===== config.mk =====
export PLATFORM = sky130hd
export DESIGN_NAME = code_delay_line
export DESIGN_NICKNAME = d
export VERILOG_FILES = /design/src/design/dsp_data_pkg.sv /design/src/design/code_delay_line.sv
export VERILOG_INCLUDE_DIRS = /design/src /design/src/design
export SDC_FILE = /design/constraint.sdc
export NUM_CORES = 1
export LEC_CHECK = 0
export ABC_AREA = 1
export ABC_CLOCK_PERIOD_IN_PS = 1600
export BUFFER_PORTS_ARGS = -buffer_cell sky130_fd_sc_hd__buf_2
export CAP_MARGIN = 20
export CORE_ASPECT_RATIO = 0.8
export CORE_MARGIN = 1
export CORE_UTILIZATION = 33
export CTS_BUF_LIST = sky130_fd_sc_hd__clkbuf_16
export DETAILED_ROUTE_END_ITERATION = 8
export PLACE_DENSITY = 0.7
export REMOVE_ABC_BUFFERS = 1
export SYNTH_ARGS = -nofsm -noshare
export SYNTH_HDL_FRONTEND = slang
export SYNTH_SLANG_ARGS = --single-unit
export TNS_END_PERCENT = 5

===== constraint.sdc =====
create_clock -name clk -period 1.6 [get_ports clk]
set_clock_uncertainty 0.15 [all_clocks]
set_input_delay 0.24 -clock clk [delete_from_list [all_inputs] [get_ports clk]]
set_output_delay 0.24 -clock clk [all_outputs]
set_load 0.01 [all_outputs]

===== src/design/dsp_defines.svh =====
`ifndef DSP_DEFINES_SVH
`define DSP_DEFINES_SVH

// Lanes per word
`define CHANNEL_WIDTH 4
`define CODE_PRECISION 8

// FFE
`define FFE_LENGTH 3
`define WEIGHT_PRECISION 8
`define FFE_OUT_PRECISION 10
`define SHIFT_PRECISION 4

// Channel estimate
`define CHAN_DEPTH 3
`define CHAN_PRECISION 8
`define EST_CODE_PRECISION 10

// Rebuilt code minus raw code
`define ERROR_PRECISION 11

`endif

===== src/design/dsp_data_pkg.sv =====
`include "dsp_defines.svh"

package dsp_data_pkg;

    // Lane 0 holds the oldest symbol of a word
    typedef logic signed [`CODE_PRECISION-1:0] code_t;
    typedef code_t [`CHANNEL_WIDTH-1:0] code_word_t;

    // 1 stands for +1, 0 for -1
    typedef logic [`CHANNEL_WIDTH-1:0] bit_word_t;

    typedef logic signed [`EST_CODE_PRECISION-1:0] est_code_t;
    typedef est_code_t [`CHANNEL_WIDTH-1:0] est_code_word_t;

    typedef logic signed [`ERROR_PRECISION-1:0] error_t;
    typedef error_t [`CHANNEL_WIDTH-1:0] error_word_t;

    typedef enum logic [1:0] {
        MMSE_KEEP      = 2'd0,
        MMSE_FLIP_CUR  = 2'd1,
        MMSE_FLIP_PREV = 2'd2
    } mmse_pos_t;

    typedef mmse_pos_t [`CHANNEL_WIDTH-1:0] mmse_word_t;

    typedef struct packed {
        bit_word_t  bits;
        mmse_word_t decisions;
    } detect_out_t;

endpackage : dsp_data_pkg


===== src/design/code_delay_line.sv =====
`timescale 1ns/1ns

module code_delay_line (
    input  logic                     clk,
    input  logic                     rst_n_i,
    input  logic                     codes_valid_i,
    input  dsp_data_pkg::code_word_t adc_codes_i,
    output dsp_data_pkg::code_word_t aligned_codes_o
);
    import dsp_data_pkg::*;

    code_word_t stage1_codes;
    logic       stage1_valid;

    always_ff @(posedge clk or negedge rst_n_i) begin
        if (!rst_n_i) begin
            stage1_valid <= 1'b0;
        end else begin
            stage1_valid <= codes_valid_i;
        end
    end

    // Each stage loads only when its own word moves through
    always_ff @(posedge clk) begin
        if (codes_valid_i) begin
            stage1_codes <= adc_codes_i;
        end
        if (stage1_valid) begin
            aligned_codes_o <= stage1_codes;
        end
    end

endmodule : code_delay_line


# Word level (Yosys, flattened, before mapping)
# Cells that the tools add are included.
# word_totals
word_cells	9
regBits	65
inputBits	35
latch_bits	0
memories	0
ramBits	0
rom_bits	0
output_inout_bits	32
# classes
n_lt_le_gt_ge	0
n_addsub	0
bitwise	0
shift	0
n_div	0
n_eq_ne	0
mux	0
multipliers	0
n_reduce_logical	0

# Longest topological paths before layout
# Gate-level depths: netlist of the first run.
# depth
depth_word	0
depth_mapped	0
ltp_nobuf	0

# Worst setup path after synthesis of the first run
# No wires, ideal clock.
# synth_timing
path_type	reg2reg
startpoint	register stage1_valid
endpoint	register aligned_codes_o[0] in the netlist's numbering, enable pin
t_arrival_ns	0.937
setup_time_ns	0.388
period_less_slack_ns	1.475
path_buffers	0
path_stages_with_launch	1
slack_ns	0.125
required_ns	1.062
path_cell_list	dfrtp_1
# synth_rtl
item	line	rtl
start: declaration	code_delay_line.sv:13	logic stage1_valid;
start signal: assignment	code_delay_line.sv:19	stage1_valid <= codes_valid_i;
end signal: assignment	code_delay_line.sv:29	aligned_codes_o <= stage1_codes;
end: declaration	code_delay_line.sv:8	output dsp_data_pkg::code_word_t aligned_codes_o
# No word-level cell between the ends.

# Final worst setup path of the first run
# layout_timing
startpoint	register aligned_codes_o[7] in the netlist's numbering
endpoint	output aligned_codes_o[7] in the netlist's numbering
# No word-level cell between the ends.

==> run summary, run 1 <==
For the smallest hold slack, the log shows 54.8 ps. The die is 70.7 um tall. The global-route wire length before repair was 4800 um. Worst flop-to-flop path startpoint: stage1_valid.

The instance count along the most critical hold path works out to 1. The tools report the capture endpoint of the worst hold path as stage1_valid. In this run, the number of DRC markers left after iteration 0 of detailed routing was 16.

The clock period minus worst slack works out to 1250 ps. The cell family contributing the most delay on the critical path is flip-flops. Number of setup violations in the final report: 0. The register-to-register path setup slack came out at 560 ps.

At the placement stage, the worst setup path has a slack of 411 ps. The core region is 5560 um2. Fill cells in the final layout number 437. The tool flagged a number of max-cap violations equal to 0. The leading cell type in the layout, fill and taps excluded is buf_2. In the routed design, unresolved DRC markers number 0.

The worst setup path is of the reg -> out kind. Global routing finished with a remaining overflow of 0. Buffers inserted during clock tree synthesis total 9. Of all cell types, the one taking the most synthesized area is edfxtp_1.

For the clock network fraction of total power, the log shows 40.9%. The tools report the initial antenna violation count as 0. Sequential fraction of the synthesis area: 100%. Summing over every cut layer, the via total after detailed routing is 1021. The buffer count from post-CTS setup fixing is 0. The cell count after synthesis came out at 65.

The leakage power of the design came out at 1.19 nW. Endpoint of the worst-slack reg-to-reg timing path: aligned_codes_o[13]. The portion of synthesized cell area occupied by the leading cell type was 98.7%; the floorplan die width was 87.9 um.

The logs give 800 MHz for the top achievable clock speed and 80.8% for the headroom to the max-slew limit. For the number of hold violations in the final report, the log shows 0. The maximum fanout along the worst path works out to 1. Global routing used 11.5% of the available tracks across all layers. The data arrival time of the critical path was 860 ps; the number of buffers inserted by port buffering was 66.

Walking the worst path, the cells encountered are buf_2. The post-synthesis register bit count was 65; the summed instance area of the synthesized netlist was 1950 um2. The clock root buffer is clkbuf_16. The switching power share of the total is 19.2%, and the via count of the first global-routing pass is 1025. The delay contributed by the slowest stage of the critical path came out at 380 ps. Critical path buffer and inverter count: 1. Beginning of the worst hold path: codes_valid_i. The tools report the number of pins with negative max-slew slack in the final report as 0. The die covers 6210 um2. Per report_power, the combinational group accounts for 6.6% of the total.

The run gives 0 as the multi-input combinational cell count. The power after layout was 3.95 mW. The iteration count of the initial detailed-routing pass was 4; the final worst slack was 350 ps.

The worst setup path is launched from a register. STA classifies the critical path endpoint as a primary output. Number of cell instances on the worst register-to-register path: 1.

Maximum number of pins on one net before global-route repair: 33. The flow ran to the end, and the final reports show no timing, DRC or antenna violations. The warning count from the yosys run is 0.

The switching power total is 758 uW, and the post-layout net count is 212. Routability-driven placement finished with a final weighted congestion of 0.734. Among all stages on the critical path, the largest delay is contributed by edfxtp_1. At the worst endpoint, the required time is 1210 ps.

In this run the number of H-tree levels came out at 3. TritonCTS built the clock tree. The min-delay analysis places its worst path in the category in -> reg. The multi-input combinational cells in the finished layout cover a total of 0 um2. A synthesized cell averages 30.0 um2. The period utilization came out at 78.1%. For the part of the total power dissipated in sequential elements, the log shows 52.6%. The synthesis-to-finish area growth came out at 54.1%. The fraction of layout cells with a size suffix above 1 was 44.0%; the peak ir drop on the vdd network was 0.554 mV.

The clock edge transition at the registers on the reported setup and hold paths is 50 ps, and the detailed-route wire length per cell is 12.6 um. The tree built by TritonCTS fans out to 65 sinks. Once detail routing completed, the nets flagged for antenna violations numbered 0. The run gives 24 as the placement row count. By area the synthesized netlist is led by edfxtp_1 99%, dfrtp_1 1.3%.

The top cell types in the final layout, fill and taps aside, are 66 x buf_2, 64 x edfxtp_1, 33 x dlygate4sd3_1. The logs give 67 for the top-level port count and 2 for the maximum count of clock buffers along a single path. For the pin with the worst max-slew slack, the measured transition is 287 ps. Setup repair after global routing left no endpoint under its margin.

Power spread over the standard cell area amounts to 1320 nW/um2. The vias per cell came out at 3.93. For the final routed database, the setup TNS stands at 0 ps.

At the later pin of the worst-skew pair, clock insertion delay measures 320 ps. For this configuration, the core starts out at a cell density of 35.0%. The final wirelength is 3270 um, and the distinct cell type count of the synthesized netlist is 2.

The internal power of the cells totals 3.19 mW. The run gives 0 as the total inserted antenna cells.
cells in the mapped netlist:
master and count:
dfrtp_1 1, edfxtp_1 64
how the worst max path moves through the flow:
| stage | cells after the start | endpoint | from | slack (ps) |
|---|---|---|---|---|
| 2_1_floorplan | 0 | aligned_codes_o[0] | stage1_valid | 120 |
| 3_3_place_gp | 2 | stage1_codes[1] | codes_valid_i | 430 |
| 3_5_place_dp | 2 | stage1_codes[24] | codes_valid_i | 410 |
| 4_1_cts | 1 | aligned_codes_o[7] | aligned_codes_o[7] | 340 |
| 5_1_grt | 1 | aligned_codes_o[7] | aligned_codes_o[7] | 320 |
| 6_report | 1 | aligned_codes_o[7] | aligned_codes_o[7] | 350 |
sequential cells by signal (all words and copies together) (netlist names):
name and flops:
aligned_codes_o 32, stage1_valid 1, stage1_codes 32
layout make-up:
cell class,count,area [um2],share of cell area [%]
sequential,65,1950,64.9
tap,78,97.6,3.25
clock inverter,7,30.0,1.00
clock buffer,9,225,7.51
timing repair buffer,101,701,23.4
power by group through the flow:
stage | combinational (mW) | clock [mW] | sequential [mW]
after global routing | 0.284 | 1.73 | 2.09
after global placement | 0.196 | 0 | 2.10
final | 0.260 | 1.61 | 2.08
after floorplan | 0 | 0 | 2.16
after CTS | 0.263 | 1.66 | 2.08
after detailed placement | 0.201 | 0 | 2.11
cell families after synthesis:
family / Yosys count / share of synthesized area (%)
flip-flops: 65 / 100
metal layers:
metal  vias up  GRT usage (%)  part of all wire [%]
li1        489              -                     -
met5         -              0                     0
met2        50           18.7                    50
met3         4           6.42                   7.9
met1       478           12.0                    41
met4         0           5.46                   1.0
stage by stage:
step	cells	utilization, %	cell area [um2]
after floorplan	65	-	1950
after global placement	211	43.5	2410
after detailed placement	211	43.5	2410
after CTS	260	54.0	3000
after global routing	260	54.0	3000
final	260	54.0	3000
what timing repair did:
action | CTS | global route
hold buffers | 33 | 0
gates resized for setup | 0 | 0
endpoints found under the hold margin | 33 | 0
(Power assumes the default switching activity.)
==> run 2: changes to the inputs <==
--- a/config.mk
+++ b/config.mk
@@ -7,7 +7,7 @@
 export NUM_CORES = 1
 export LEC_CHECK = 0
 export ABC_AREA = 1
-export ABC_CLOCK_PERIOD_IN_PS = 1600
+export ABC_CLOCK_PERIOD_IN_PS = 1120
 export BUFFER_PORTS_ARGS = -buffer_cell sky130_fd_sc_hd__buf_2
 export CAP_MARGIN = 20
 export CORE_ASPECT_RATIO = 0.8
==> constraint.sdc (replaced) <==
create_clock -name clk -period 1.12 [get_ports clk]
set_clock_uncertainty 0.15 [all_clocks]
set_input_delay 0.168 -clock clk [delete_from_list [all_inputs] [get_ports clk]]
set_output_delay 0.168 -clock clk [all_outputs]
set_load 0.01 [all_outputs]
==> run summary, run 2 (synthesis gave the netlist of run 1 again) <==
The detailed-route wire length per cell is 12.1 um (was 12.6 um). Clock latency of the later-clocked register in the worst-skew pair: 320 ps (about the same). The number of routed nets with antenna violations came out at 0 (unchanged). For the combined global-route utilization of all metal layers, the log shows 11.1% (was 11.5%).

For the number of clock sinks, the log shows 65 (unchanged). The tools report the met3 demand-to-capacity share in global routing as 6.42% (unchanged). The tools report the headroom to the max-slew limit as 90.8% (was 80.8%).

Most used cells in the layout excluding fill and tap cells: 66 x buf_2, 64 x edfxtp_1, 34 x dlygate4sd3_1 (was 66 x buf_2, 64 x edfxtp_1, 33 x dlygate4sd3_1). Cell Chain, Critical Path: buf_2 (unchanged). The switching power share of the total is 18.4% (was 19.2%). The tools report the nature of the critical path endpoint as a primary output (unchanged). The vias per cell is 3.86 (was 3.93), and the power per cell area is 2000 nW/um2 (was 1320 nW/um2).

Synthesis-to-finish area growth: 58.4% (was 54.1%). The data arrival time of the critical path was 850 ps (was 860 ps). The critical path buffer and inverter count is 1 (unchanged). For the iteration count of the initial detailed-routing pass, the log shows 4 (unchanged). The core region area was 5560 um2 (unchanged).

The leftover overflow at the end of global routing is 0 (unchanged), and the part of the total power dissipated in sequential elements is 48.0% (was 52.6%). The logs give 0 (unchanged) for the DRC violations left and 0.681 mV (was 0.554 mV) for the peak ir drop on the vdd network. For the top-level port count, the log shows 67 (unchanged). The final sum of negative setup slack is -631 ps (was 0 ps). The level count of the clock H-tree is 3 (unchanged), and the multi-input combinational cell count is 0 (unchanged). The total of max-cap violations was 0 (unchanged). For the final wirelength, the log shows 3170 um (was 3270 um). Total area of multi-input combinational cells: 0 um2 (unchanged).

The starting utilization of the core area is 35.0% (unchanged). The post-place instance area is 2430 um2 (was 2410 um2), and the clock period minus worst slack is 1170 ps. The clock edge transition at the registers on the reported setup and hold paths works out to 50 ps (about the same). For the met2 track demand over resource in global routing, the log shows 17.9% (was 18.7%). Maximum number of pins on one net before global-route repair: 26 (was 33). The tools report the capture endpoint of the worst hold path as stage1_valid (unchanged). Beginning of the worst hold path: codes_valid_i (unchanged).

Total via count in the routed design: 1014 (was 1021). The maximum count of clock buffers along a single path was 2 (unchanged). For the worst slack at placement, the log shows 93.0 ps (was 411 ps). The logs give 0 (unchanged) for the initial antenna violation count and 6210 um2 (unchanged) for the area of the die. The worst-path cell with the longest stage delay was edfxtp_1 (unchanged). Setup repair after global routing could not meet its margin everywhere. The iteration-0 DRC count of the detailed router came out at 16 (unchanged). Most used routing layer: met2 (unchanged). The endpoint of the worst-slack reg-to-reg timing path is aligned_codes_o[16] (was aligned_codes_o[13]).

The tools report the total inserted antenna cells as 0 (unchanged). For the total CTS buffers, the log shows 9 (unchanged). Register-to-register path setup slack: 90 ps (was 560 ps). The startpoint-to-endpoint class of the critical path is reg -> out (unchanged). The floorplan die height works out to 70.7 um (unchanged). The global-route wire length before repair is 4580 um (was 4800 um). The leading cell type in the layout, fill and taps excluded was buf_2 (unchanged). The final worst slack is -46.9 ps (was 350 ps). The instance count along the most critical hold path was 2 (was 1); the buffer count from post-CTS setup fixing was 0 (unchanged).

The tools report the number of hold violations in the final report as 0 (unchanged). The top achievable clock speed came out at 857 MHz. The flow ran to the end, but the final reports show violations. The final reports fail on negative setup slack. TritonCTS built the clock tree. The routability congestion estimate from global placement was 0.707 (was 0.734); the via count of the first global-routing pass was 1011 (was 1025). The clock network fraction of total power is 45.9% (was 40.9%), and the placement row count is 24 (unchanged).

The tools report the switching power total as 1.14 mW (was 758 uW). Floorplan die width: 87.9 um (unchanged). The total non-filler cell area in the finished layout was 3080 um2 (was 3000 um2). The number of buffers inserted by port buffering is 66 (unchanged). The slew at the pin closest to its max-slew limit works out to 138 ps (was 287 ps). For the internal power consumption, the log shows 5.04 mW (was 3.19 mW). The maximum fanout along the worst path came out at 1 (unchanged). Period utilization: 104%.

The post-CTS resize count is 0 (unchanged). The number of cell instances on the worst register-to-register path works out to 1 (unchanged). The path category of the worst min-delay check was in -> reg (unchanged).

The worst flop-to-flop path startpoint was stage1_valid (unchanged). The startpoint class of the critical path was a register (unchanged). Largest registers: aligned_codes_o: 32 flops, stage1_codes: 32 flops, stage1_valid: 1 flops (unchanged). The number of setup violations in the final report is 31 (was 0), and the smallest hold slack is 54.2 ps (was 54.8 ps). For the post-layout net count, the log shows 215 (was 212). Clock root buffer: clkbuf_16 (unchanged). The fraction of layout cells with a size suffix above 1 works out to 44.9% (was 44.0%). The kind of cell with the highest combined delay on the critical path was flip-flops (unchanged).

The power after layout was 6.18 mW (was 3.95 mW); the fraction of power consumed by combinational cells was 6.1% (was 6.6%). The tools report the leakage power of the design as 1.22 nW (was 1.19 nW). The delay contributed by the slowest stage of the critical path was 380 ps (about the same); the number of pins with negative max-slew slack in the final report was 0 (unchanged). The tools report the required arrival time at the worst endpoint as 800 ps (was 1210 ps). For the met1 track utilization from global routing, the log shows 10.8% (was 12.0%).
run 2: cell count changes in the layout (fill, tap and decap cells not counted), sizes merged:
| cell | before | now |
|---|---|---|
| clkinv | 5 | 2 |
| buf | 68 | 70 |
| bufinv | 0 | 2 |
| clkinvlp | 0 | 1 |
| dlygate4sd3 | 33 | 34 |
run 2: final cells by class:
cell class            instances  area (um2)
Fill cell                   426        2470
Sequential cell              65        1950
Timing Repair Buffer        104         726
Clock buffer                  9         225
Tap cell                     78        97.6
Clock inverter                7        87.6
run 2: metal layers:
| layer | vias to the layer above | wire (um) |
|---|---|---|
| li1 | 493 | - |
| met1 | 458 | 1290 |
| met2 | 55 | 1520 |
| met3 | 8 | 308 |
| met4 | 0 | 49 |
| met5 | - | 0 |
run 2: worst max path at each step:
stage	startpoint	to	slack, ps	cells after the start
6_report	aligned_codes_o[25]	aligned_codes_o[25]	-50	1
2_1_floorplan	stage1_valid	aligned_codes_o[0]	-360	0
3_5_place_dp	stage1_valid	aligned_codes_o[13]	90	1
4_1_cts	aligned_codes_o[25]	aligned_codes_o[25]	-70	1
5_1_grt	aligned_codes_o[25]	aligned_codes_o[25]	-80	1
3_3_place_gp	stage1_valid	aligned_codes_o[13]	100	1
run 2: what timing repair did:
action                     CTS  global route
hold endpoints to repair    33             0
hold buffers                34             0
gates cloned                 0             0
setup endpoints to repair   32            32
run 2: per-stage QoR:
step           instances  utilization (%)
2_1_floorplan         65                -
3_3_place_gp         213             43.7
3_5_place_dp         213             43.7
4_1_cts              263             55.5
5_1_grt              263             55.5
6_report             263             55.5
run 2: power by group through the flow:
stage / Sequential [mW] / Combinational [mW] / Clock [mW]
floorplan: 3.08 / 0 / 0
global placement: 3.00 / 0.287 / 0
detailed placement: 3.01 / 0.289 / 0
CTS: 2.96 / 0.382 / 2.90
global route: 2.98 / 0.412 / 2.99
finish: 2.96 / 0.377 / 2.84
==> run 3: changes to the inputs <==
--- a/config.mk
+++ b/config.mk
@@ -10,12 +10,12 @@
 export ABC_CLOCK_PERIOD_IN_PS = 1120
 export BUFFER_PORTS_ARGS = -buffer_cell sky130_fd_sc_hd__buf_2
 export CAP_MARGIN = 20
-export CORE_ASPECT_RATIO = 0.8
+export CORE_ASPECT_RATIO = 1.75
 export CORE_MARGIN = 1
 export CORE_UTILIZATION = 33
 export CTS_BUF_LIST = sky130_fd_sc_hd__clkbuf_16
 export DETAILED_ROUTE_END_ITERATION = 8
-export PLACE_DENSITY = 0.7
+export PLACE_DENSITY = 0.59
 export REMOVE_ABC_BUFFERS = 1
 export SYNTH_ARGS = -nofsm -noshare
 export SYNTH_HDL_FRONTEND = slang
==> run summary, run 3 (synthesis gave the netlist of run 1 again) <==
The run finished, with violations left. Failing checks: negative setup slack (unchanged). The register-to-register path setup slack is 80 ps (was 90 ps), and the total via count in the routed design is 1005 (was 1014). For the combined global-route utilization of all metal layers, the log shows 12.5% (was 11.1%). Launching element of the worst setup path: aligned_codes_o[24] (was aligned_codes_o[25]). The smallest hold slack is 56.6 ps (was 54.2 ps).

The clock root buffer is clkbuf_16 (unchanged). Detailed-route wire length per cell: 12.7 um (was 12.1 um). The timing endpoint of the critical path is aligned_codes_o[24] (was aligned_codes_o[25]). Clock edge transition at the registers on the reported setup and hold paths: 50 ps (about the same). The run gives 88.0% (was 90.8%) as the headroom to the max-slew limit.

Most used cells in the layout excluding fill and tap cells: 66 x buf_2, 64 x edfxtp_1, 34 x dlygate4sd3_1 (unchanged). The most used routing layer is met2 (unchanged). The maximum number of pins on one net before global-route repair was 34 (was 26); the number of pins with negative max-slew slack in the final report was 0 (unchanged).

The critical path buffer and inverter count is 1 (unchanged), and the delay contributed by the slowest stage of the critical path is 380 ps (about the same). For the power after layout, the log shows 6.12 mW (was 6.18 mW). The multi-input combinational cell count was 0 (unchanged). Worst-path cell with the longest stage delay: edfxtp_1 (unchanged). Final wirelength: 3290 um (was 3170 um). The iteration-0 DRC count of the detailed router is 21 (was 16), and the fraction of layout cells with a size suffix above 1 is 43.7% (was 44.9%). The synthesis-to-finish area growth works out to 57.1% (was 58.4%).

The run gives 11.6% (was 10.8%) as the met1 track utilization from global routing. The peak ir drop on the vdd network is 1.16 mV (was 0.681 mV), and the vias per cell is 3.88 (was 3.86). Initial antenna violation count: 0 (unchanged).

For the iteration count of the initial detailed-routing pass, the log shows 4 (unchanged). The path category of the worst min-delay check was in -> reg (unchanged). The number of routed nets with antenna violations came out at 0 (unchanged). Startpoint-to-endpoint class of the critical path: reg -> out (unchanged). The number of clock sinks was 65 (unchanged); the post-layout net count was 213 (was 215). For the maximum count of clock buffers along a single path, the log shows 2 (unchanged). TritonCTS built the clock tree. The tools report the met2 track demand over resource in global routing as 20.4% (was 17.9%).

The floorplan die height is 104 um (was 70.7 um). The worst flop-to-flop path startpoint was stage1_valid (unchanged). The total inserted antenna cells was 0 (unchanged). The total of max-cap violations is 0 (unchanged), and the clock period minus worst slack is 1170 ps (about the same). The total CTS buffers was 9 (unchanged); the cell depth of the worst setup path was 1 (unchanged).

Nature of the critical path endpoint: a primary output (unchanged). The top-level port count came out at 67 (unchanged). The run gives 0 (unchanged) as the post-CTS resize count. The logs give -52.2 ps (was -46.9 ps) for the final worst slack and 0 (unchanged) for the DRC violations left.

The worst slack at placement was 79.8 ps (was 93.0 ps); the slew at the pin closest to its max-slew limit was 180 ps (was 138 ps). The leading cell type in the layout, fill and taps excluded is buf_2 (unchanged). The routability congestion estimate from global placement came out at 0.730 (was 0.707). The tools report the startpoint class of the critical path as a register (unchanged). The total area of multi-input combinational cells is 0 um2 (unchanged). Maximum fanout along the worst path: 1 (unchanged). Cell Chain, Critical Path: buf_2 (unchanged). The placement row count was 36 (was 24); the leakage power of the design was 1.22 nW (about the same). The run gives 6220 um2 (was 6210 um2) as the area of the die. Setup repair after global routing could not meet its margin everywhere. The number of setup violations in the final report was 27 (was 31). The endpoint of the worst-slack reg-to-reg timing path is aligned_codes_o[3] (was aligned_codes_o[16]). The logs give 5630 um2 (was 5560 um2) for the core region area and 850 ps (about the same) for the data arrival time of the critical path. The run gives 1010 (was 1011) as the via count of the first global-routing pass. The top achievable clock speed is 853 MHz (was 857 MHz). The tools report the buffer count from post-CTS setup fixing as 0 (unchanged). Largest registers: aligned_codes_o: 32 flops, stage1_codes: 32 flops, stage1_valid: 1 flops (unchanged). The number of cell instances on the worst register-to-register path is 1 (unchanged).

Floorplan die width: 60.1 um (was 87.9 um). The logs give 3 (unchanged) for the level count of the clock H-tree and 5.74% (was 6.42%) for the met3 demand-to-capacity share in global routing. The number of hold violations in the final report was 0 (unchanged); the clock latency of the later-clocked register in the worst-skew pair was 320 ps (about the same). The kind of cell with the highest combined delay on the critical path is flip-flops (unchanged). The period utilization is 105% (was 104%).

Starting utilization of the core area: 34.6% (was 35.0%). The global-route wire length before repair is 5120 um (was 4580 um). The power per cell area is 2000 nW/um2 (about the same), and the leftover overflow at the end of global routing is 0 (unchanged). The number of buffers inserted by port buffering works out to 66 (unchanged). The required arrival time at the worst endpoint came out at 800 ps (about the same).
[run 3: worst min-delay path by stage]
stage | start | end | slack [ps] | cells after the start
2_1_floorplan | rst_n_i | stage1_valid | -280 | 0
3_3_place_gp | rst_n_i | stage1_valid | -200 | 1
3_5_place_dp | rst_n_i | stage1_valid | -200 | 1
4_1_cts | codes_valid_i | stage1_valid | 50 | 2
5_1_grt | codes_valid_i | stage1_valid | 50 | 2
6_report | codes_valid_i | stage1_valid | 60 | 2
[run 3: routing by layer]
metal	part of all wire (%)	wire, um
met4	3.4	112
met1	34	1110
met2	57	1860
met5	0	0
met3	6.5	213
[run 3: through the flow]
| stage | util (%) | cells | instance area (um2) | TNS (ps) |
|---|---|---|---|---|
| floorplan | - | 65 | 1950 | -11370 |
| global placement | 42.8 | 209 | 2410 | 0 |
| detailed placement | 42.8 | 209 | 2410 | 0 |
| CTS | 54.3 | 259 | 3060 | -922 |
| global route | 54.3 | 259 | 3060 | -1650 |
| finish | 54.3 | 259 | 3060 | -491 |
[run 3: cell type report]
| cell class | count | area (um2) |
|---|---|---|
| repair buffers | 102 | 711 |
| clock inverters | 7 | 80.1 |
| well taps | 76 | 95.1 |
| fillers | 449 | 2570 |
| clock buffers | 9 | 225 |
| flip-flops and latches | 65 | 1950 |
[run 3: timing repair]
item,CTS,global route
endpoints found under the hold margin,33,0
cloned,0,0
setup endpoints to repair,32,32
hold buffers,34,0
[run 3: power breakdown]
part           switching [mW]  total, mW  leakage (nW)  internal [mW]
registers              0.0490       2.96         0.638           2.91
clock network           0.874       2.78         0.164           1.91
logic                   0.172      0.373         0.420          0.201
